## src/source/winRatePkg.sv

```systemverilog
package winRatePkg;

    // ====================
    // table setup
    // ====================
    localparam int NumPlayers = 9;
    localparam int NumPub = 3;
    localparam int NumHole = 2 * NumPlayers;
    localparam int NumRanks = 13;
    localparam int DeckSize = 52;

    // ====================
    // card types
    // ====================
    // rank 2..14, ace is 14
    typedef logic [3:0] rankT;
    typedef logic [1:0] suitT;
    // deck index is suit * 13 + rank - 2
    typedef logic [5:0] cardIdxT;
    typedef logic [DeckSize-1:0] deckMaskT;

    // ====================
    // hand scoring
    // ====================
    typedef logic [3:0] categoryT;

    localparam categoryT HighCard = 4'd0;
    localparam categoryT OnePair = 4'd1;
    localparam categoryT TwoPair = 4'd2;
    localparam categoryT ThreeKind = 4'd3;
    localparam categoryT Straight = 4'd4;
    localparam categoryT Flush = 4'd5;
    localparam categoryT FullHouse = 4'd6;
    localparam categoryT FourKind = 4'd7;
    localparam categoryT StraightFlush = 4'd8;

    typedef logic [NumPlayers-1:0] winnerMaskT;

    // ====================
    // pot shares
    // ====================
    // 2520 divides evenly by 1..9 winners, max total 465 * 2520
    typedef logic [20:0] shareT;
    localparam shareT FullShare = 21'd2520;
    // 465 * 2520 / 100
    localparam shareT PercentDivisor = 21'd11718;

    typedef logic [6:0] rateT;

endpackage

```

## src/source/showdownJudge.sv

```systemverilog
`timescale 1ns/100ps

module showdownJudge
    import winRatePkg::*;
(
    input  categoryT   category [NumPlayers],
    output winnerMaskT winnerMask,
    output shareT      share
);

    categoryT best;
    winnerMaskT flags;
    logic [3:0] numWinners;

    always_comb begin
        best = HighCard;
        for (int p = 0; p < NumPlayers; p++) begin
            if (category[p] > best) begin
                best = category[p];
            end
        end
    end

    // equal categories tie and split the pot
    always_comb begin
        numWinners = '0;
        for (int p = 0; p < NumPlayers; p++) begin
            flags[p] = (category[p] == best);
            numWinners = numWinners + 4'(flags[p]);
        end
    end

    assign winnerMask = flags;

    // equal split of the pot, always exact
    always_comb begin
        case (numWinners)
            4'd1: share = shareT'(FullShare / 1);
            4'd2: share = shareT'(FullShare / 2);
            4'd3: share = shareT'(FullShare / 3);
            4'd4: share = shareT'(FullShare / 4);
            4'd5: share = shareT'(FullShare / 5);
            4'd6: share = shareT'(FullShare / 6);
            4'd7: share = shareT'(FullShare / 7);
            4'd8: share = shareT'(FullShare / 8);
            4'd9: share = shareT'(FullShare / 9);
            default: share = '0;
        endcase
    end

endmodule

```

## config.mk

```make
export PLATFORM = sky130hd
export DESIGN_NAME = showdownJudge
export DESIGN_NICKNAME = d
export VERILOG_FILES = /design/src/source/winRatePkg.sv /design/src/source/showdownJudge.sv
export SDC_FILE = /design/constraint.sdc
export NUM_CORES = 1
export LEC_CHECK = 0
export CAP_MARGIN = 25
export CORE_ASPECT_RATIO = 2
export CORE_MARGIN = 2
export CORE_UTILIZATION = 55
export DETAILED_ROUTE_END_ITERATION = 6
export DONT_BUFFER_PORTS = 1
export PLACE_DENSITY = 0.7
export SYNTH_ARGS = -nofsm -noshare
export SYNTH_HDL_FRONTEND = slang
export SYNTH_SLANG_ARGS = --single-unit
export TNS_END_PERCENT = 5
```

## constraint.sdc

```tcl
create_clock -name vclk -period 24.1
set_input_delay 2.41 -clock vclk [all_inputs]
set_output_delay 2.41 -clock vclk [all_outputs]
set_load 0.05 [all_outputs]
```

==> flow_summary.json <==
{
  "status": "finished clean",
  "dp_hpwl_mm": 8.33,
  "yosys_warnings": 0,
  "max_cap_violations": 0,
  "hold_buffers": 0,
  "cts_setup_buffers": 0,
  "final-seq-area_um2": 0,
  "drv_slew": 0,
  "core-area_um2": 6260,
  "grt_pass1_vias": 3533,
  "initial_core_util_pct": 56.2,
  "drc": 0,
  "max_stage_delay_ps": 940,
  "finalHoldViolCount": 0,
  "startpoint_type": "input pin",
  "finalWirelength_mm": 10.4,
  "ys_seq_area_share_pct": 0,
  "dr.pass1.iters": 4,
  "clock_buffers": 0,
  "cp_data_required_time_ps": 21690,
  "vias_per_cell": 6.46,
  "fin_crit_ps": 21700,
  "routabilityCongestion": 0.906,
  "overflow": 0,
  "min_path_type": "in -> out",
  "final_net_count": 544,
  "fmax_ghz": 0.0461,
  "rows": 41,
  "cts_resized": 0,
  "endpoint_kind": "output port",
  "netlist_area_um2": 3510,
  "fin_crit_sh_pct": 90.0,
  "avgSynthCellArea_um2": 7.09,
  "setup-tns-final_ps": 0,
  "wl_per_cell_um": 18.5,
  "critPathArrivalTime_ps": 19290,
  "drt_iter0_markers": 127,
  "grt_pass1_wl_mm": 16.0,
  "antenna_found_initial": 0,
  "track_usage_pct": 28.6,
  "rsz0062_at_grt": "no",
  "worstSetupPathType": "in -> out",
  "fp.dieH_um": 117,
  "cp_common_cell": "ha_1",
  "path_max_fanout": 26,
  "io_buffers": 0,
  "ioPinCount": 66,
  "diodes": 0,
  "netlist_instances": 496,
  "relSlewSlack_pct": 27.3,
  "synth.distinct_cells": 80,
  "drive_above_1_share_pct": 9.94,
  "crit_path_top_delay_cell": "a311oi_2",
  "fp.dieArea_um2": 7080,
  "final_antenna_net_count": 0,
  "seq_cells": 0,
  "setup_viol": 0,
  "grt_max_degree": 27,
  "vias": 3610,
  "die_w_um": 60.5,
  "tightest_slew_ps": 1090,
  "area.growth.synth_to_final_pct": 0.819
}
area by class of cell:
| cell class | instances | area [um2] |
|---|---|---|
| inverters | 32 | 120 |
| repair buffers | 11 | 71.3 |
| fillers | 665 | 2720 |
| multi-input cells | 430 | 3240 |
| well taps | 86 | 108 |
path summary, 6_finish.rpt:
kind / start / to / slack, ps / depth (start not counted)
setup / recovery: category[35] / share[3] / 2400 / 67
hold / removal: category[30] / winnerMask[1] / 5180 / 2
cell usage after synthesis, types with 6 or more instances:
cell	n	share of area [%]
ha_1	28	10
nand3_1	9	1.3
a21o_1	8	1.7
clkbuf_1	23	2.5
a21oi_1	26	3.7
nor2_1	31	3.3
nor3_1	6	0.85
inv_1	32	3.4
o21a_1	8	1.7
a211oi_1	14	3.0
and2_1	7	1.2
nand4_1	8	1.4
o22ai_1	8	1.4
buf_4	11	2.3
o21ai_0	26	3.7
a2111oi_0	6	1.5
xor2_1	33	8.2
xnor2_1	44	11
nand2_1	48	5.1
layout by cell type (no fill, tap or decap), types with 5 or more instances in the layout:
cell type | netlist | routed
nand2_1 | 48 | 48
xnor2_1 | 44 | 44
xor2_1 | 33 | 33
inv_1 | 32 | 32
nor2_1 | 31 | 31
ha_1 | 28 | 28
a21oi_1 | 26 | 26
o21ai_0 | 26 | 24
a211oi_1 | 14 | 13
nand3_1 | 9 | 9
conb_1 | 1 | 9
o21a_1 | 8 | 8
a21o_1 | 8 | 8
nand4_1 | 8 | 8
o22ai_1 | 8 | 8
buf_4 | 11 | 8
and2_1 | 7 | 7
nor3_1 | 6 | 6
a2111oi_0 | 6 | 6
a31oi_1 | 5 | 5
mux2_2 | 5 | 5
mux2i_1 | 5 | 5
fa_1 | 5 | 5
kinds of logic (layout without fill, tap and decap cells):
group | after synthesis | count (layout) | synth area share, %
compound gates | 164 | 164 | 36.0
xor+xnor | 78 | 78 | 19.7
fa+ha+maj | 34 | 34 | 13.1
buf+inv | 74 | 43 | 9.40
mux | 10 | 10 | 3.03
other cells | 1 | 9 | 0.107
simple gates | 135 | 135 | 18.7
per-stage QoR:
step | cells | util (%) | hold slack (ps) | setup slack [ps] | area (um2)
detailed placement | 559 | 56.6 | 5180 | 2450 | 3540
floorplan | 504 | - | 5190 | 3010 | 3540
global route | 559 | 56.6 | 5190 | 1290 | 3540
CTS | 559 | 56.6 | 5180 | 2430 | 3540
global placement | 552 | 56.0 | 5180 | 2970 | 3500
finish | 559 | 56.6 | 5180 | 2400 | 3540
per-layer routing:
metal / vias to the layer above / wire, um / share of wire, % / track usage, %
met5: - / 0 / 0 / 0
met4: 0 / 503 / 4.9 / 13.8
met3: 39 / 589 / 5.7 / 2.75
met2: 121 / 5550 / 54 / 55.8
met1: 1707 / 3710 / 36 / 28.6
li1: 1743 / - / - / -
worst max-delay path: cells and delay by family:
kind | cells | cell delay (ps)
compound gates | 25 | 6950
fa+ha+maj | 15 | 5360
simple gates | 15 | 2120
mux | 5 | 1710
buf+inv | 7 | 690
Power is not shown: default switching activity piles up to over one toggle a cycle in this logic, so the estimate is an artifact.
