--- config.mk ---
export PLATFORM = sky130hd
export DESIGN_NAME = winAccumulator
export DESIGN_NICKNAME = d
export VERILOG_FILES = /design/src/source/winRatePkg.sv /design/src/source/winAccumulator.sv
export SDC_FILE = /design/constraint.sdc
export NUM_CORES = 2
export LEC_CHECK = 0
export CAP_MARGIN = 20
export CORE_MARGIN = 8
export CORE_UTILIZATION = 55
export CTS_CLUSTER_DIAMETER = 120
export DETAILED_ROUTE_END_ITERATION = 6
export DONT_BUFFER_PORTS = 1
export PLACE_DENSITY = 0.76
export SKIP_CTS_REPAIR_TIMING = 1
export SYNTH_ARGS = -nofsm -noshare
export SYNTH_HDL_FRONTEND = slang
export SYNTH_SLANG_ARGS = --single-unit
--- constraint.sdc ---
create_clock -name clk -period 21.6 [get_ports clk]
set_input_delay 2.16 -clock clk [delete_from_list [all_inputs] [get_ports clk]]
set_output_delay 2.16 -clock clk [all_outputs]
set_load 0.03 [all_outputs]
--- src/source/winRatePkg.sv ---
package winRatePkg;

    // ====================
    // table setup
    // ====================
    localparam int NumPlayers = 9;
    localparam int NumPub = 3;
    localparam int NumHole = 2 * NumPlayers;
    localparam int NumRanks = 13;
    localparam int DeckSize = 52;

    // ====================
    // card types
    // ====================
    // rank 2..14, ace is 14
    typedef logic [3:0] rankT;
    typedef logic [1:0] suitT;
    // deck index is suit * 13 + rank - 2
    typedef logic [5:0] cardIdxT;
    typedef logic [DeckSize-1:0] deckMaskT;

    // ====================
    // hand scoring
    // ====================
    typedef logic [3:0] categoryT;

    localparam categoryT HighCard = 4'd0;
    localparam categoryT OnePair = 4'd1;
    localparam categoryT TwoPair = 4'd2;
    localparam categoryT ThreeKind = 4'd3;
    localparam categoryT Straight = 4'd4;
    localparam categoryT Flush = 4'd5;
    localparam categoryT FullHouse = 4'd6;
    localparam categoryT FourKind = 4'd7;
    localparam categoryT StraightFlush = 4'd8;

    typedef logic [NumPlayers-1:0] winnerMaskT;

    // ====================
    // pot shares
    // ====================
    // 2520 divides evenly by 1..9 winners, max total 465 * 2520
    typedef logic [20:0] shareT;
    localparam shareT FullShare = 21'd2520;
    // 465 * 2520 / 100
    localparam shareT PercentDivisor = 21'd11718;

    typedef logic [6:0] rateT;

endpackage

--- src/source/winAccumulator.sv ---
`timescale 1ns/100ps

module winAccumulator
    import winRatePkg::*;
(
    input  logic                    clk,
    input  logic                    rst_n,
    input  logic                    sweepStart,
    input  logic                    pairValid,
    input  logic                    sweepDone,
    input  winnerMaskT              winnerMask,
    input  shareT                   share,
    output logic                    out_valid,
    output logic [7*NumPlayers-1:0] out_win_rate
);

    shareT total [NumPlayers];
    shareT addend [NumPlayers];
    shareT quotient [NumPlayers];
    logic [7*NumPlayers-1:0] rateWord;
    // loadRate: totals are final, showRate: rateWord is ready
    logic loadRate;
    logic showRate;

    always_comb begin
        for (int p = 0; p < NumPlayers; p++) begin
            addend[p] = (pairValid && winnerMask[p]) ? share : '0;
            quotient[p] = total[p] / PercentDivisor;
        end
    end

    // ====================
    // share totals
    // ====================
    // first pair of a sweep lands on a cleared total
    always_ff @(posedge clk) begin
        for (int p = 0; p < NumPlayers; p++) begin
            if (sweepStart) begin
                total[p] <= addend[p];
            end else begin
                total[p] <= total[p] + addend[p];
            end
        end
    end

    // ====================
    // rates and output
    // ====================
    always_ff @(posedge clk) begin
        if (loadRate) begin
            for (int p = 0; p < NumPlayers; p++) begin
                rateWord[7*p +: 7] <= rateT'(quotient[p]);
            end
        end
    end

    always_ff @(posedge clk or negedge rst_n) begin
        if (!rst_n) begin
            loadRate <= 1'b0;
            showRate <= 1'b0;
            out_valid <= 1'b0;
            out_win_rate <= '0;
        end else begin
            loadRate <= sweepDone;
            showRate <= loadRate;
            out_valid <= showRate;
            out_win_rate <= showRate ? rateWord : '0;
        end
    end

endmodule

==> impl_results.md <==
- Vias in the first global route: 49467
- Final Max Tran Viols: 0
- GRT Util Overall: 27.9%
- CP peak stage delay: 0.83 ns
- Number of fill cells: 8641
- PwrDens: 161 nW/um2
- CTS Sinks: 318
- Initial antenna violation count: 16
- RSZ-0062 raised after global routing: no
- P_int: 3740 uW
- Post-route cell area: 52700 um2
- Setup WS post-layout: 8.63 ns
- Crit path from: total[4][9]
- Clock share of power: 9.8%
- Area of the mapped netlist: 50900 um2
- Crit. End Element: register
- Final Skew: 0.0217 ns
- Num rows: 111
- Hold Crit Class: reg2reg
- Setup TNS: 0 ns
- Startpoint types: register
- Top Ports: 99
- Hold WS: 0.438 ns
- Area Growth Syn to Fin: 3.47%
- Unique cell type count in the Yosys netlist: 147
- Die W: 320 um
- Clk buf depth: 3
- Largest cells by area after synthesis: dfxtp_1 7.4%, xnor2_1 7.0%, nand2_1 6.1%, o21ai_0 5.5%, ha_1 4.4%
- Syn avg cell area: 7.00 um2
- First-pass GRT wire length: 250000 um
- Main synth FF type: dfxtp_1
- Mapped Nets: 7493
- H-Tree Depth: 2
- Yosys reg bits: 318
- Final Cycle Share: 60.0%
- Drt initial violations: 6085
- DR WL/cell: 18.7 um
- Final Hold Fails: 0
- Ys Warns: 0
- Final nets: 7173
- Reg clk slew, reported paths: 0.06 ns
- Worst setup path class: reg2reg
- Root buffer cell: clkbuf_16
- Register area: 7330 um2
- Synth area leader: dfxtp_1
- Avg Vias per Cell: 6.69
- Seq pwr share: 12.0%
- Fin crit period: 12.97 ns
- EDFF count, synth: 63
- Max stage delay cell, worst path: a32oi_1
- Vias: 54912
- Final wirelength: 154000 um
- Status: finished, violations left
- Core area: 91700 um2
- Post-placement cell area: 50900 um2
- Final setup vio count: 0
- Leak: 0.0205 uW
- RePlAce Congestion: 0.958
- Cells after Synth: 7269
- Most frequent cells in the layout: 831 x nand2_1, 561 x nor2_1, 556 x o21ai_0
- CTS tree: built
- Worst r2r src: total[4][9]
- DIE AREA: 103000 um2
- Initial DRT Pass Iterations: 7
- Overflow after GRT: 0
- Multi-input logic area: 40700 um2
- Setup WS pre-CTS: 9.11 ns
- Worst Path Arrival: 13.40 ns
- IO buf count: 0
- Layout cells sized above 1: 5.78%
- CTS buffer count: 47
- Initial Util: 55.5%
- DP Wirelength: 112000 um
- Yosys top cell area share: 7.43%
- Worst Path Max Fanout: 22
- Final Util: 57.5%
- Skew-Pair Late Insertion Delay: 0.63 ns
- Async SR Flop Fraction: 20.8%
- Logic pwr share: 78.1%
- Hold Path Origin: rateWord[17]
- CP required: 22.04 ns
- Net Switching: 4730 uW
- # Max-Cap Violations: 0
- Post-route ant nets: 0
- DRC errors left: 25
- Most common cell after layout, fill and taps aside: nand2_1
- Slew HR: 29.1%
- Die Y: 320 um
- Post-synthesis sequential area ratio: 14.4%
- Slew @ Worst Pin: 1.06 ns
- Net Sw Frac: 55.8%
- Max IR drop VDD: 216 uV
- Largest net degree at the start of global routing: 361
- Failing checks: DRC
- Fmax: 77.1 MHz
cells by family (layout without fill, tap and decap cells):
group | after synthesis | count (layout) | share of synthesized area (%)
buffers and inverters | 722 | 439 | 5.61
flip-flops | 318 | 318 | 14.4
other | 0 | 39 | 0
XOR/XNOR | 540 | 540 | 9.35
adder cells (fa/ha/maj) | 205 | 205 | 5.09
AO/OA/AOI/OAI | 2385 | 2385 | 32.7
multiplexers | 206 | 206 | 4.33
AND/OR/NAND/NOR | 2893 | 2893 | 28.5
worst paths after layout:
path / end / slack (ns) / cells past startpoint
hold reg to reg: out_win_rate[17] / 0.44 / 1
min in group asynchronous: out_win_rate[49] / 1.23 / 0
setup / recovery: rateWord[28] / 8.63 / 34
hold / removal: out_win_rate[17] / 0.44 / 1
max in group asynchronous: showRate / 20.18 / 0
setup reg to reg: rateWord[28] / 8.63 / 34
worst max-delay path, delay by kind of cell (launching register included):
| kind | cells | cell delay [ns] |
|---|---|---|
| compound gates | 18 | 6.80 |
| simple gates | 10 | 3.00 |
| mux | 2 | 0.78 |
| flops | 1 | 0.53 |
| buf+inv | 4 | 1.68 |
synthesized netlist by cell type, types with 25 or more instances:
master / count
o21a_1: 56
a311oi_1: 35
nand2b_1: 69
buf_1: 25
or2_2: 52
nor2b_1: 40
a22oi_1: 33
xnor2_1: 408
ha_1: 180
o22ai_1: 42
o21bai_1: 34
o211ai_1: 115
a211oi_1: 117
and3_1: 258
mux2_2: 70
dfxtp_1: 189
nand2_1: 831
a21oi_1: 447
a211o_1: 56
edfxtp_1: 63
or3_1: 78
mux2i_1: 127
nor4_1: 80
a31oi_1: 110
inv_1: 308
o2111ai_1: 31
nand4_1: 64
clkbuf_1: 286
nand3_1: 232
o211a_1: 30
and2_1: 242
nor3_1: 196
a2111oi_0: 28
or4_1: 43
o21ai_1: 28
a31o_2: 25
o31ai_1: 111
buf_2: 60
dfrtp_1: 66
xor2_1: 128
a21o_1: 74
o21ai_0: 556
nor2_1: 561
power by group through the flow:
stage	logic (uW)	registers, uW	clock network [uW]
after floorplan	5390	899	0
after global placement	6310	1020	0
after detailed placement	6430	1030	0
after CTS	6470	1020	853
after global routing	7280	1040	872
final	6620	1020	833
metal layers:
layer	vias up	share of wire [%]	GRT usage, %
met5	-	0	0
met4	0	2.8	9.44
met3	323	8.1	4.50
met2	2149	46	45.9
met1	25855	43	37.2
li1	26585	-	-
stage by stage:
stage / std cells / total power, uW
6_report: 8211 / 8470
2_1_floorplan: 7269 / 6290
3_5_place_dp: 8086 / 7460
4_1_cts: 8172 / 8340
5_1_grt: 8172 / 9190
3_3_place_gp: 8085 / 7330
flip-flops by register name, summed over array words and instances, names as in the netlist:
name          flops
total           189
out_win_rate     63
rateWord         63
loadRate          1
out_valid         1
showRate          1
cell type report:
type,count,area share [%]
Multi-Input combinational cell,6229,77.3
Sequential cell,318,13.9
Tap cell,1186,2.82
Clock buffer,63,2.66
Inverter,341,2.45
Clock inverter,23,0.466
Antenna cell,39,0.185
Timing Repair Buffer,12,0.176
Note: power is estimated with default switching activity, not from simulation.
