### src/source/winRatePkg.sv
package winRatePkg;

    // ====================
    // table setup
    // ====================
    localparam int NumPlayers = 9;
    localparam int NumPub = 3;
    localparam int NumHole = 2 * NumPlayers;
    localparam int NumRanks = 13;
    localparam int DeckSize = 52;

    // ====================
    // card types
    // ====================
    // rank 2..14, ace is 14
    typedef logic [3:0] rankT;
    typedef logic [1:0] suitT;
    // deck index is suit * 13 + rank - 2
    typedef logic [5:0] cardIdxT;
    typedef logic [DeckSize-1:0] deckMaskT;

    // ====================
    // hand scoring
    // ====================
    typedef logic [3:0] categoryT;

    localparam categoryT HighCard = 4'd0;
    localparam categoryT OnePair = 4'd1;
    localparam categoryT TwoPair = 4'd2;
    localparam categoryT ThreeKind = 4'd3;
    localparam categoryT Straight = 4'd4;
    localparam categoryT Flush = 4'd5;
    localparam categoryT FullHouse = 4'd6;
    localparam categoryT FourKind = 4'd7;
    localparam categoryT StraightFlush = 4'd8;

    typedef logic [NumPlayers-1:0] winnerMaskT;

    // ====================
    // pot shares
    // ====================
    // 2520 divides evenly by 1..9 winners, max total 465 * 2520
    typedef logic [20:0] shareT;
    localparam shareT FullShare = 21'd2520;
    // 465 * 2520 / 100
    localparam shareT PercentDivisor = 21'd11718;

    typedef logic [6:0] rateT;

endpackage

### src/source/handEvaluator.sv
`timescale 1ns/100ps

module handEvaluator
    import winRatePkg::*;
(
    input  logic [7:0]          holeNum,
    input  logic [3:0]          holeSuit,
    input  logic [4*NumPub-1:0] pubNum,
    input  logic [2*NumPub-1:0] pubSuit,
    input  rankT                turnRank,
    input  suitT                turnSuit,
    input  rankT                riverRank,
    input  suitT                riverSuit,
    output categoryT            category
);

    localparam int NumCards = NumPub + 4;

    rankT ranks [NumCards];
    suitT suits [NumCards];
    // indexed by rank value, slots 0 and 15 stay empty
    logic [2:0] rankCount [16];
    logic [2:0] suitCount [4];
    // bit r set when rank r is held, bit 1 mirrors the ace
    logic [15:0] present;
    logic [15:0] suited [4];
    logic [3:0] numPairs;
    logic [3:0] numTrips;
    logic quads;
    logic flush;
    logic straight;
    logic straightFlush;

    function automatic logic hasStraight(logic [15:0] m);
        logic found;
        found = 1'b0;
        // lowest card of the run goes from ace-low up to ten
        for (int lo = 1; lo <= 10; lo++) begin
            if (&m[lo +: 5]) begin
                found = 1'b1;
            end
        end
        return found;
    endfunction

    // gather the seven cards
    always_comb begin
        for (int c = 0; c < 2; c++) begin
            ranks[c] = holeNum[4*c +: 4];
            suits[c] = holeSuit[2*c +: 2];
        end
        for (int c = 0; c < NumPub; c++) begin
            ranks[2+c] = pubNum[4*c +: 4];
            suits[2+c] = pubSuit[2*c +: 2];
        end
        ranks[NumCards-2] = turnRank;
        suits[NumCards-2] = turnSuit;
        ranks[NumCards-1] = riverRank;
        suits[NumCards-1] = riverSuit;
    end

    // ====================
    // histograms
    // ====================
    always_comb begin
        rankCount = '{default: '0};
        suitCount = '{default: '0};
        present = '0;
        suited = '{default: '0};
        for (int c = 0; c < NumCards; c++) begin
            rankCount[ranks[c]] = rankCount[ranks[c]] + 3'd1;
            suitCount[suits[c]] = suitCount[suits[c]] + 3'd1;
            present[ranks[c]] = 1'b1;
            suited[suits[c]][ranks[c]] = 1'b1;
        end
        // ace plays low as well
        present[1] = present[14];
        for (int s = 0; s < 4; s++) begin
            suited[s][1] = suited[s][14];
        end
    end

    always_comb begin
        numPairs = '0;
        numTrips = '0;
        quads = 1'b0;
        for (int r = 2; r <= 14; r++) begin
            numPairs = numPairs + 4'(rankCount[r] == 3'd2);
            numTrips = numTrips + 4'(rankCount[r] == 3'd3);
            quads = quads | (rankCount[r] == 3'd4);
        end
    end

    always_comb begin
        flush = 1'b0;
        straightFlush = 1'b0;
        for (int s = 0; s < 4; s++) begin
            flush = flush | (suitCount[s] >= 3'd5);
            straightFlush = straightFlush | hasStraight(suited[s]);
        end
        straight = hasStraight(present);
    end

    // ====================
    // best category
    // ====================
    always_comb begin
        if (straightFlush) begin
            category = StraightFlush;
        end else if (quads) begin
            category = FourKind;
        end else if (numTrips >= 4'd2 || (numTrips != '0 && numPairs != '0)) begin
            category = FullHouse;
        end else if (flush) begin
            category = Flush;
        end else if (straight) begin
            category = Straight;
        end else if (numTrips != '0) begin
            category = ThreeKind;
        end else if (numPairs >= 4'd2) begin
            category = TwoPair;
        end else if (numPairs != '0) begin
            category = OnePair;
        end else begin
            category = HighCard;
        end
    end

endmodule

### config.mk
export PLATFORM = sky130hd
export DESIGN_NAME = handEvaluator
export DESIGN_NICKNAME = d
export VERILOG_FILES = /design/src/source/winRatePkg.sv /design/src/source/handEvaluator.sv
export SDC_FILE = /design/constraint.sdc
export NUM_CORES = 1
export LEC_CHECK = 0
export BUFFER_PORTS_ARGS = -buffer_cell sky130_fd_sc_hd__clkbuf_2
export CORE_AREA = 2 2 208 210
export DETAILED_ROUTE_END_ITERATION = 10
export DIE_AREA = 0 0 210 212
export PLACE_DENSITY_LB_ADDON = 0.12
export SLEW_MARGIN = 20
export SYNTH_ARGS = -nofsm -noshare
export SYNTH_HDL_FRONTEND = slang
export SYNTH_SLANG_ARGS = --single-unit
### constraint.sdc
create_clock -name vclk -period 25.3
set_clock_uncertainty 0.05 [all_clocks]
set_input_delay 0 -clock vclk [all_inputs]
set_output_delay 0 -clock vclk [all_outputs]
set_load 0.01 [all_outputs]
==> run metrics, run 1 <==
initial antenna violation count 6; Placed Cells incl. Taps roughly 2.5k; final hold vios 0; PortBufs 46; outcome completed; post-synthesis mux area share 0.0734; Rows 76; post-DP HPWL 74.3 mm; DR vias/cell 7.37; final worst-path cycle share 0.605; DRC Markers 0; distinct cell type count after synthesis 99; post-synthesis sequential area ratio 0; CP Capture Type primary output; DRT Pass-1 Iters 6; Register Area 0 µm²; final setup TNS 0 ps; ranking of synthesized cells by instance count nand2_1 (217), nor2_1 (211), a21oi_1 (132), clkbuf_1 (131), o22ai_1 (115); CP startpoint holeNum[5]; largest cells by area after synthesis nand2_1 (6.5%), nor2_1 (6.3%), o22ai_1 (5.7%), xnor2_1 (5.6%), a21oi_1 (5.2%); Initial DRC Count 2571; Synth Warn # 0; Startpoint Class input port; first-pass GRT wire length 133 mm; Worst Path Max Fanout 23; Post-CTS Setup Inserts 0; CP peak stage delay 880 ps; Detailed Route WL between 90 and 100 mm; Die Wd 210 µm; Resize count post-CTS 0; critical path endpoint category[2]; largest net degree at the start of global routing 42; # nets final 1983; top-count cell post-synth nand2_1; largest family of logic cells by synthesized area compound AO/OA/AOI/OAI gates; fin cells 2457; Syn Area/Cell about 6.4 µm²; vias in the first global route 17.1k; Slew @ Worst Pin 1200 ps; RSZ-0062 raised after global routing false; I/O pin count 46; Final Wtd Congestion 1.06; layout cells sized above 1 0.113; Core Area 42500 µm²; Post-DRT Antenna Nets 0; via count between 15k and 20k; Tmin final around 15000 ps; die height 212 µm; Max Clk Rate 65.4 MHz; Hold Crit Class input port to primary output; # clk buffers 0; Slowest cell on crit path xnor2_1; crit path DAT 15250 ps; area of the mapped netlist roughly 13000 µm²; remaining global-route overflow 0; simple-gate share of the synthesized area 0.364; maxcap violations 0; Slew HR 0.194; Max Slew Vio Count 0; area share of the largest cell type after synthesis 0.0646; Most common cell on crit path fa_1; Post-Syn Nets 2051; kind of critical path input port to primary output; wire per inst just under 40 µm; sequential cells 0; GRT Total Usage 0.421; post-synth top area cell nand2_1; Post-Synth XOR/XNOR Area 0.0827; cells after synthesis about 2.0k; Finish-stage setup viols 0; initial core utilization 0.297; synthesis-to-finish area growth 5.89%; hold-fix buffers at CTS 0; Synth Area in Adders 0.0413; die area roughly 45000 µm²; compound-gate portion of the synthesized area 0.367; critical path data required time 25250 ps
==> kinds of logic after synthesis <==
group / Yosys count
buffers and inverters: 226
xor gates and xnor gates: 109
muxes: 71
and+or+nand+nor: 871
AOI/OAI and AO/OA: 668
adders and majority gates: 32
==> layer usage <==
metal  up-vias  part of all wire  GRT usage
met3       366              0.11      0.106
met4         6             0.078      0.266
met2      1371              0.42      0.647
met1      8871              0.39      0.526
met5         -           0.00043    0.00667
li1       7505                 -          -
==> placed cells by master (no fill, tap or decap), types with 32 or more instances in the layout <==
cell type,netlist,final
nand3_1,64,64
mux2i_1,38,38
nand2b_1,37,37
o22ai_1,115,115
a21oi_1,132,132
nand2_1,217,217
nor4_1,33,32
nor2_1,211,211
a31oi_1,35,35
buf_4,7,68
inv_1,38,38
clkbuf_2,0,46
o21ai_0,76,76
xnor2_1,81,81
nor3_1,79,77
==> critical path: cells and delay by family <==
family	cells	cell delay (ps)
buf+inv	4	690
simple gates	11	2290
xor+xnor	1	880
mux	7	2110
compound gates	15	3410
fa+ha+maj	11	5810
==> worst min-delay path by stage <==
stage                        endpoint  cells past startpoint          from  slack (ps)
after floorplan           category[0]                      5  riverRank[3]         620
after global placement    category[2]                      8  riverSuit[1]        1100
after detailed placement  category[2]                      8  riverSuit[1]        1130
after CTS                 category[2]                      8  riverSuit[1]        1130
after global routing      category[2]                      8  riverSuit[1]        1250
final                     category[2]                      8  riverSuit[1]        1120
==> metrics by stage <==
stage,setup WS (ps),util,instance area (µm²),hold slack [ps]
final,10000,0.314,13300,1120
after global routing,9420,0.314,13300,1250
after CTS,10480,0.313,13300,1130
after detailed placement,10550,0.313,13300,1130
after global placement,10670,0.313,13300,1100
after floorplan,12550,-,12600,624
==> final cells by class <==
cell class / count / area, µm²
timing repair buffer: 114 / 741
inverter: 42 / 158
antenna: 4 / 10.0
tap: 546 / 683
multi-input combinational: 1751 / 11800
fill: 4845 / 29200
==> run 2: changes to the inputs <==
- clock period: 25.3 -> 12.45 ns (I/O delays scaled with it)
==> run 2 against run 1 <==
  * Non-clock buffer count is 279 higher
  * Sequential share of layout area is the same
  * Core utilization increased by 6.6 points
  * Setup slack worse by 9500 ps
  * First-iteration DRC count grew 6.9%
  * Count of clock-buffer cells in the layout unchanged
  * Wire length fell by 2.1%
==> run metrics, run 2 (synthesized netlist as in run 1, its figures left out) <==
Hold Crit Class input port to primary output; Startpoint Class input port; Slew @ Worst Pin 1320 ps (+111 ps); metal1 wirelength 37.5 mm (-0.75%); Initial DRC Count 2749 (+6.9%); DRT Pass-1 Iters 7 (+1); Final Wtd Congestion 1.03 (-2.1%); # clk buffers 0 (unchanged); Hold Path Stages 8 (unchanged); commonest non-fill, non-tap cells in the layout buf_4 (334), nand2_1 (212), nor2_1 (203), a21oi_1 (121), o22ai_1 (110); maxcap violations 0 (unchanged); PortBufs 46 (unchanged); I/O pin count 46 (unchanged); hold_sp riverSuit[1]; Worst Path Max Fanout 8 (-65%); die area 44500 µm² (unchanged); initial antenna violation count 5 (-1); Core Area 42500 µm² (unchanged); post-DP HPWL 75.0 mm (+0.95%); # nets final 2262 (+14%); kind of critical path input port to primary output; Finish-stage setup viols 0 (unchanged); met3 wire length 10.3 mm (-0.15%); Slew HR 0.118 (-0.0756); largest net degree at the start of global routing 41 (-2.4%); Max Slew Vio Count 0 (unchanged); Tmin final 11990 ps; CP peak stage delay 550 ps (-330 ps); CP Capture Type primary output; Max Clk Rate roughly 83 MHz; routed wire length on met2 39.3 mm (-3.5%); final worst-path cycle share 0.963; WHS Endpoint category[0]; final hold vios 0 (unchanged); outcome completed; Die Wd 210 µm (unchanged); DRC Markers 0 (unchanged); wire per inst 34.5 µm (-12%); layout cells sized above 1 0.263 (+0.150); Register Area 0 µm² (unchanged); crit path DAT 11940 ps (-3310 ps); via count 19.1k (+5.3%); Detailed Route WL 94.2 mm (-2.1%); Slowest cell on crit path mux4_2; sequential cells 0 (unchanged); Min Hold Slack 1120 ps (+8.84 ps); Final Util 0.380 (+0.0661); first-pass GRT wire length 132 mm (-1.2%); Post-DRT Antenna Nets 0 (unchanged); GRT Total Usage 0.409 (-0.0125); DR vias/cell 6.98 (-5.4%); vias in the first global route 18.0k (+5.1%); critical path data required time 12400 ps (-12850 ps); Top Metal Used met5; remaining global-route overflow 0 (unchanged); Most common cell on crit path buf_6; most common cell after layout, fill and taps aside buf_4; final worst setup slack 461 ps (-9540 ps); die height 212 µm (unchanged); DP Worst Slack -635 ps (-11190 ps); initial core utilization 0.297 (unchanged); synthesis-to-finish area growth 28.2%; Rows 76 (unchanged)
-- run 2: metal layers --
metal  vias up  track usage
li1       8058            -
met1      9204        0.528
met2      1470        0.621
met3       339       0.0830
met4         2        0.261
met5         -            0
-- run 2: how the worst max path moves through the flow --
stage,startpoint,to,slack (ps),cells after the start
6_report,holeNum[0],category[1],460,63
5_1_grt,holeNum[0],category[0],-10,60
4_1_cts,holeNum[3],category[2],6,57
3_5_place_dp,holeNum[4],category[2],-640,53
3_3_place_gp,holeNum[4],category[2],-450,54
2_1_floorplan,holeNum[3],category[1],6,57
-- run 2: through the flow --
stage          instances  setup TNS [ps]  area (µm²)
2_1_floorplan       1977               0       12600
3_3_place_gp        2703           -1290       15200
3_5_place_dp        2703           -1770       15200
4_1_cts             2716               0       15600
5_1_grt             2732           -26.7       16200
6_report            2734               0       16200
-- run 2: area by class of cell --
class | count | area (µm²)
diodes | 2 | 5.00
repair buffers | 393 | 3000
fillers | 4644 | 26300
multi-input cells | 1751 | 12300
well taps | 546 | 683
inverters | 42 | 158
-- run 2: timing repair --
item | 4_1_cts | 5_1_grt
pin swaps | 23 | 59
buffers inserted | 14 | 15
setup endpoints to repair | 3 | 3
cloned | 0 | 1
hold buffers | 0 | 0
resized for setup | 59 | 105
-- run 2: critical path, delay by kind of cell --
family                   cells  cell delay, ps
multiplexers                 8            2520
buffers and inverters       14            1660
AO/OA/AOI/OAI               15            1680
adder cells (fa/ha/maj)     11            4020
AND/OR/NAND/NOR             14            1850
XOR/XNOR                     1             180
