**config.mk**
```make
export PLATFORM = sky130hd
export DESIGN_NAME = pairEnumerator
export DESIGN_NICKNAME = d
export VERILOG_FILES = /design/src/source/winRatePkg.sv /design/src/source/pairEnumerator.sv
export SDC_FILE = /design/constraint.sdc
export NUM_CORES = 1
export LEC_CHECK = 0
export ABC_AREA = 1
export BUFFER_PORTS_ARGS = -buffer_cell sky130_fd_sc_hd__buf_2
export CAP_MARGIN = 25
export CORE_MARGIN = 4
export CORE_UTILIZATION = 55
export DETAILED_ROUTE_END_ITERATION = 16
export PLACE_DENSITY = 0.81
export SYNTH_ARGS = -nofsm -noshare
export SYNTH_HDL_FRONTEND = slang
export SYNTH_SLANG_ARGS = --single-unit
```
**constraint.sdc**
```tcl
create_clock -name clk -period 10.1 [get_ports clk]
set_clock_uncertainty 0.1 [all_clocks]
set_input_delay 1.01 -clock clk [delete_from_list [all_inputs] [get_ports clk]]
set_output_delay 1.01 -clock clk [all_outputs]
set_load 0.01 [all_outputs]
```
**src/source/winRatePkg.sv**
```systemverilog
package winRatePkg;

    // ====================
    // table setup
    // ====================
    localparam int NumPlayers = 9;
    localparam int NumPub = 3;
    localparam int NumHole = 2 * NumPlayers;
    localparam int NumRanks = 13;
    localparam int DeckSize = 52;

    // ====================
    // card types
    // ====================
    // rank 2..14, ace is 14
    typedef logic [3:0] rankT;
    typedef logic [1:0] suitT;
    // deck index is suit * 13 + rank - 2
    typedef logic [5:0] cardIdxT;
    typedef logic [DeckSize-1:0] deckMaskT;

    // ====================
    // hand scoring
    // ====================
    typedef logic [3:0] categoryT;

    localparam categoryT HighCard = 4'd0;
    localparam categoryT OnePair = 4'd1;
    localparam categoryT TwoPair = 4'd2;
    localparam categoryT ThreeKind = 4'd3;
    localparam categoryT Straight = 4'd4;
    localparam categoryT Flush = 4'd5;
    localparam categoryT FullHouse = 4'd6;
    localparam categoryT FourKind = 4'd7;
    localparam categoryT StraightFlush = 4'd8;

    typedef logic [NumPlayers-1:0] winnerMaskT;

    // ====================
    // pot shares
    // ====================
    // 2520 divides evenly by 1..9 winners, max total 465 * 2520
    typedef logic [20:0] shareT;
    localparam shareT FullShare = 21'd2520;
    // 465 * 2520 / 100
    localparam shareT PercentDivisor = 21'd11718;

    typedef logic [6:0] rateT;

endpackage

```
**src/source/pairEnumerator.sv**
```systemverilog
`timescale 1ns/100ps

module pairEnumerator
    import winRatePkg::*;
(
    input  logic                 clk,
    input  logic                 rst_n,
    input  logic                 in_valid,
    input  logic [4*NumHole-1:0] in_hole_num,
    input  logic [2*NumHole-1:0] in_hole_suit,
    input  logic [4*NumPub-1:0]  in_pub_num,
    input  logic [2*NumPub-1:0]  in_pub_suit,
    input  deckMaskT             freeMask,
    output logic [4*NumHole-1:0] holdNum,
    output logic [2*NumHole-1:0] holdSuit,
    output logic [4*NumPub-1:0]  pubNum,
    output logic [2*NumPub-1:0]  pubSuit,
    output rankT                 turnRank,
    output suitT                 turnSuit,
    output rankT                 riverRank,
    output suitT                 riverSuit,
    output logic                 pairValid,
    output logic                 sweepStart,
    output logic                 sweepDone
);

    logic sweeping;
    logic capture;
    // turnMask: free cards from the current turn card upward
    // riverMask: free cards still to pair with that turn card
    deckMaskT turnMask;
    deckMaskT riverMask;
    deckMaskT curTurn;
    deckMaskT curRiver;
    deckMaskT riverRest;
    deckMaskT nextTurn;
    deckMaskT nextRiver;
    cardIdxT turnIdx;
    cardIdxT riverIdx;

    function automatic deckMaskT dropLowest(deckMaskT m);
        return m & (m - 1'b1);
    endfunction

    function automatic cardIdxT lowestIdx(deckMaskT m);
        cardIdxT idx;
        idx = '0;
        for (int i = DeckSize - 1; i >= 0; i--) begin
            if (m[i]) begin
                idx = cardIdxT'(i);
            end
        end
        return idx;
    endfunction

    function automatic suitT idxSuit(cardIdxT idx);
        if (idx >= cardIdxT'(3 * NumRanks)) return 2'd3;
        if (idx >= cardIdxT'(2 * NumRanks)) return 2'd2;
        if (idx >= cardIdxT'(NumRanks)) return 2'd1;
        return 2'd0;
    endfunction

    function automatic rankT idxRank(cardIdxT idx);
        cardIdxT offset;
        offset = idx - cardIdxT'(idxSuit(idx)) * cardIdxT'(NumRanks);
        return rankT'(offset + cardIdxT'(2));
    endfunction

    assign capture = in_valid && !sweeping;
    assign pairValid = sweeping;

    // ====================
    // pair walk
    // ====================
    // first sweep cycle reads the mask straight from deckMask
    always_comb begin
        curTurn = sweepStart ? freeMask : turnMask;
        curRiver = sweepStart ? dropLowest(freeMask) : riverMask;
        riverRest = dropLowest(curRiver);
        nextTurn = dropLowest(curTurn);
        nextRiver = dropLowest(nextTurn);
    end

    // last pair: row exhausted and nothing left above the next turn card
    assign sweepDone = sweeping && (riverRest == '0) && (nextRiver == '0);

    always_ff @(posedge clk) begin
        if (sweeping) begin
            if (riverRest == '0) begin
                turnMask <= nextTurn;
                riverMask <= nextRiver;
            end else begin
                turnMask <= curTurn;
                riverMask <= riverRest;
            end
        end
    end

    assign turnIdx = lowestIdx(curTurn);
    assign riverIdx = lowestIdx(curRiver);
    assign turnRank = idxRank(turnIdx);
    assign turnSuit = idxSuit(turnIdx);
    assign riverRank = idxRank(riverIdx);
    assign riverSuit = idxSuit(riverIdx);

    // ====================
    // capture and state
    // ====================
    always_ff @(posedge clk) begin
        if (capture) begin
            holdNum <= in_hole_num;
            holdSuit <= in_hole_suit;
            pubNum <= in_pub_num;
            pubSuit <= in_pub_suit;
        end
    end

    always_ff @(posedge clk or negedge rst_n) begin
        if (!rst_n) begin
            sweeping <= 1'b0;
            sweepStart <= 1'b0;
        end else begin
            sweepStart <= capture;
            if (capture) begin
                sweeping <= 1'b1;
            end else if (sweepDone) begin
                sweeping <= 1'b0;
            end
        end
    end

endmodule

```
==> run_summary.xml <==
<?xml version="1.0" encoding="UTF-8"?>
<metrics>
  <group name="sta">
    <metric name="timing.final.crit_share" unit="">0.848</metric>
    <metric name="post-route-min-period" unit="ps">8560</metric>
    <metric name="maxSlewViolCount" unit="">0</metric>
    <metric name="rsz_0062_raised_after_global_routing" unit="">false</metric>
    <metric name="timing.final.hold_violations" unit="">0</metric>
    <metric name="max_freq" unit="MHz">117</metric>
    <metric name="setup_tns" unit="ps">0</metric>
    <metric name="slew_headroom" unit="">0.372</metric>
    <metric name="worstMarginPinSlew" unit="ps">942</metric>
    <metric name="setup_viol" unit="">0</metric>
    <metric name="timing.final.ws_setup" unit="ps">1540</metric>
  </group>
  <group name="drt">
    <metric name="route.vias.total" unit="">13674</metric>
    <metric name="vias_per_cell" unit="">5.57</metric>
    <metric name="drtAntennaViolNets" unit="">0</metric>
    <metric name="avgRoutedWirePerCell" unit="um">19.8</metric>
    <metric name="wirelength" unit="um">48500</metric>
    <metric name="wl_met1" unit="um">17700</metric>
    <metric name="detailroute.wirelength.met3" unit="um">4530</metric>
    <metric name="met2WireLength" unit="um">23500</metric>
    <metric name="drc_errors" unit="">0</metric>
    <metric name="drt-initial-drc-count" unit="">1524</metric>
    <metric name="dr.max_layer_used" unit="">met5</metric>
    <metric name="first_pass_iters" unit="">6</metric>
  </group>
  <group name="synth">
    <metric name="ys_ff_latch" unit="">230</metric>
    <metric name="synth.yosys.warnings" unit="">0</metric>
    <metric name="syn-num-nets" unit="">1962</metric>
    <metric name="yosysSeqAreaShare" unit="">0.486</metric>
    <metric name="syn-cell-area" unit="sq um">14200</metric>
    <metric name="async_flop_share" unit="">0.00870</metric>
    <metric name="synth_enable_flop_cells" unit="">228</metric>
    <metric name="synthesis.instances" unit="">1771</metric>
    <metric name="fraction_of_synthesized_cell_area_taken_by_the_top_area_cell_type" unit="">0.482</metric>
    <metric name="synth-main-ff-cell" unit="">sky130_fd_sc_hd__edfxtp_1</metric>
    <metric name="cell_type_contributing_the_most_total_cell_area_after_synthesis" unit="">sky130_fd_sc_hd__edfxtp_1</metric>
    <metric name="netlist-cell-type-count" unit="">63</metric>
    <metric name="synthTopCellsByArea" unit="">sky130_fd_sc_hd__edfxtp_1 (48%), sky130_fd_sc_hd__nand2_1 (12%), sky130_fd_sc_hd__inv_1 (7.5%), sky130_fd_sc_hd__nor2_1 (6.9%), sky130_fd_sc_hd__o21ai_0 (3.5%)</metric>
    <metric name="syn_area_per_cell" unit="sq um">8.01</metric>
  </group>
  <group name="global_route">
    <metric name="grt_antenna_before_repair" unit="">5</metric>
    <metric name="grt_pass1_wl" unit="um">73000</metric>
    <metric name="track_usage" unit="">0.329</metric>
    <metric name="grt-ovfl-total" unit="">0</metric>
    <metric name="grt_start_max_net_pins" unit="">101</metric>
    <metric name="grt_pass1_vias" unit="">13328</metric>
  </group>
  <group name="power_and_ir_drop">
    <metric name="pwr_density_cell" unit="nW/um^2">259</metric>
    <metric name="power.ir.vdd_worst" unit="mV">0.464</metric>
    <metric name="p_leak" unit="nW">7.98</metric>
  </group>
  <group name="finish">
    <metric name="drive_above_1_share" unit="">0.240</metric>
    <metric name="flow.area_growth_from_synthesis" unit="%">19.6</metric>
    <metric name="design.final.nets" unit="">2292</metric>
    <metric name="layout.cells.most_common_list" unit="">sky130_fd_sc_hd__nand2_1 (447), sky130_fd_sc_hd__buf_2 (321), sky130_fd_sc_hd__inv_1 (282), sky130_fd_sc_hd__nor2_1 (260), sky130_fd_sc_hd__edfxtp_1 (228)</metric>
    <metric name="filler_cell_count" unit="">2183</metric>
    <metric name="mostFrequentLayoutCell" unit="">sky130_fd_sc_hd__nand2_1</metric>
  </group>
  <group name="cts">
    <metric name="cts-root-buf" unit="">sky130_fd_sc_hd__clkbuf_16</metric>
    <metric name="clock_path_buffers" unit="">3</metric>
    <metric name="clock_sinks" unit="">230</metric>
    <metric name="tritoncts.num_buffers" unit="">26</metric>
    <metric name="cts_htree_levels" unit="">1</metric>
    <metric name="worst_skew_pair.late_latency" unit="ps">560</metric>
    <metric name="post-cts-setup-buffers" unit="">0</metric>
    <metric name="path_clk_slew" unit="ps">60</metric>
    <metric name="number_of_resized_instances_in_the_post_cts_repair_step" unit="">0</metric>
    <metric name="cts_tree" unit="">yes</metric>
    <metric name="hold_buffers" unit="">0</metric>
  </group>
  <group name="critical_path">
    <metric name="cp_common_cell" unit="">sky130_fd_sc_hd__inv_2</metric>
    <metric name="worst_setup_path_type" unit="">reg -&gt; out</metric>
    <metric name="worst_path_largest_cell_delay" unit="ps">750</metric>
    <metric name="worst_setup_path_start_kind" unit="">flip-flop</metric>
    <metric name="worst-endpoint-required" unit="ps">8990</metric>
    <metric name="critical_path.max_fanout" unit="">100</metric>
    <metric name="cp.arrival" unit="ps">7450</metric>
    <metric name="crit_path_end_kind" unit="">output port</metric>
    <metric name="timing.critical_path.slowest_stage_cell" unit="">sky130_fd_sc_hd__nor4_1</metric>
    <metric name="number_of_cells_on_the_worst_reg_to_reg_path" unit="">29</metric>
  </group>
  <group name="placed_design">
    <metric name="place_ws" unit="ps">2180</metric>
    <metric name="dpl.hpwl" unit="um">38500</metric>
    <metric name="port_buffers" unit="">321</metric>
    <metric name="gp_routability_congestion" unit="">1.06</metric>
  </group>
  <group name="floorplan">
    <metric name="io_pins" unit="">322</metric>
    <metric name="die_height" unit="um">169</metric>
    <metric name="design.die.area" unit="sq um">28400</metric>
    <metric name="floorplan.core_area" unit="sq um">25300</metric>
    <metric name="initial_utilization" unit="">0.562</metric>
    <metric name="die_w" unit="um">169</metric>
    <metric name="std_cell_rows" unit="">58</metric>
  </group>
  <group name="outcome">
    <metric name="status" unit="">finished, final reports clean</metric>
  </group>
  <group name="job">
    <metric name="max-cap-violations" unit="">0</metric>
  </group>
  <group name="min_path">
    <metric name="min_path_type" unit="">in -&gt; async</metric>
  </group>
</metrics>
-- cells in the mapped netlist (3+ instances only) --
cell / count
sky130_fd_sc_hd__a21oi_1: 67
sky130_fd_sc_hd__a21oi_2: 5
sky130_fd_sc_hd__a21oi_4: 5
sky130_fd_sc_hd__a22oi_1: 13
sky130_fd_sc_hd__a31oi_1: 8
sky130_fd_sc_hd__buf_2: 8
sky130_fd_sc_hd__buf_6: 9
sky130_fd_sc_hd__clkbuf_1: 6
sky130_fd_sc_hd__clkinv_1: 3
sky130_fd_sc_hd__edfxtp_1: 228
sky130_fd_sc_hd__ha_1: 8
sky130_fd_sc_hd__inv_1: 282
sky130_fd_sc_hd__inv_2: 44
sky130_fd_sc_hd__nand2_1: 447
sky130_fd_sc_hd__nand2_2: 8
sky130_fd_sc_hd__nand3_1: 35
sky130_fd_sc_hd__nand4_1: 31
sky130_fd_sc_hd__nor2_1: 261
sky130_fd_sc_hd__nor2_2: 23
sky130_fd_sc_hd__nor2_4: 20
sky130_fd_sc_hd__nor3_1: 31
sky130_fd_sc_hd__nor3_2: 8
sky130_fd_sc_hd__nor4_1: 12
sky130_fd_sc_hd__nor4_2: 3
sky130_fd_sc_hd__o211ai_1: 4
sky130_fd_sc_hd__o21a_1: 30
sky130_fd_sc_hd__o21ai_0: 100
sky130_fd_sc_hd__o21ai_1: 4
sky130_fd_sc_hd__o31ai_1: 10
sky130_fd_sc_hd__o41ai_1: 5
sky130_fd_sc_hd__or2_2: 4
sky130_fd_sc_hd__xnor2_1: 4
-- worst paths after layout --
| check | end | slack, ps | from |
|---|---|---|---|
| setup / recovery | sweepDone | 1540 | sweepStart$_DFF_PN0_ |
| hold / removal | pairValid$_DFFE_PN0P_ | 140 | rst_n |
| setup reg to reg | turnMask[26]$_DFFE_PP_ | 2490 | sweepStart$_DFF_PN0_ |
| hold reg to reg | turnMask[21]$_DFFE_PP_ | 530 | turnMask[21]$_DFFE_PP_ |
| max in group asynchronous | sweepStart$_DFF_PN0_ | 9640 | rst_n |
| min in group clk | holdNum[69]$_DFFE_PP_ | 530 | in_hole_num[69] |
-- logic make-up (layout without fill, tap and decap cells) --
logic type,Yosys count,after routing,share of synthesized area
AOI/OAI and AO/OA,269,269,0.117
xor gates and xnor gates,5,5,0.00309
adders and majority gates,10,10,0.00988
buffers and inverters,358,707,0.102
DFF,230,230,0.486
other,0,6,0
and+or+nand+nor,899,899,0.282
-- routing by layer --
| metal | vias to the layer above | track usage |
|---|---|---|
| met5 | - | 0 |
| met4 | 2 | 0.158 |
| met3 | 144 | 0.0570 |
| met2 | 780 | 0.563 |
| met1 | 6306 | 0.405 |
| li1 | 6442 | - |
-- sequential cells by signal, summed over array words and instances, names as in the netlist --
name	count
holdNum	72
turnMask	52
riverMask	50
holdSuit	36
pubNum	12
pubSuit	6
pairValid	1
sweepStart	1
-- critical path: cells and delay by family (launching register included) --
family | cells | cell delay, ps
AO/OA/AOI/OAI | 1 | 370
buffers and inverters | 9 | 1770
flip-flops | 1 | 340
AND/OR/NAND/NOR | 18 | 4340
-- cell type report --
type	instances	area (sq um)	area share
diodes	6	15.0	0.000885
clock buffers	28	658	0.0388
clock inverters	19	194	0.0114
inverters	332	1260	0.0740
multi-input cells	1183	5850	0.345
flip-flops and latches	230	6900	0.407
well taps	330	413	0.0243
repair buffers	328	1680	0.0990
-- power breakdown --
part	leakage [nW]	internal, W	switching [W]	total (W)
logic	5.30	0.000812	0.00148	0.00229
registers	2.28	0.00114	0.0000231	0.00117
clock network	0.397	0.000530	0.000410	0.000940
-- metrics by stage --
stage	hold WS (ps)	area (sq um)	instances	utilization	power (W)
final	141	17000	2456	0.672	0.00439
after CTS	134	16900	2449	0.670	0.00439
after global placement	507	16100	2402	0.636	0.00342
after floorplan	489	14200	1771	-	0.00279
after detailed placement	521	16100	2402	0.636	0.00345
after global routing	138	17000	2454	0.672	0.00478
No activity file was read; power rests on OpenSTA's default activity.
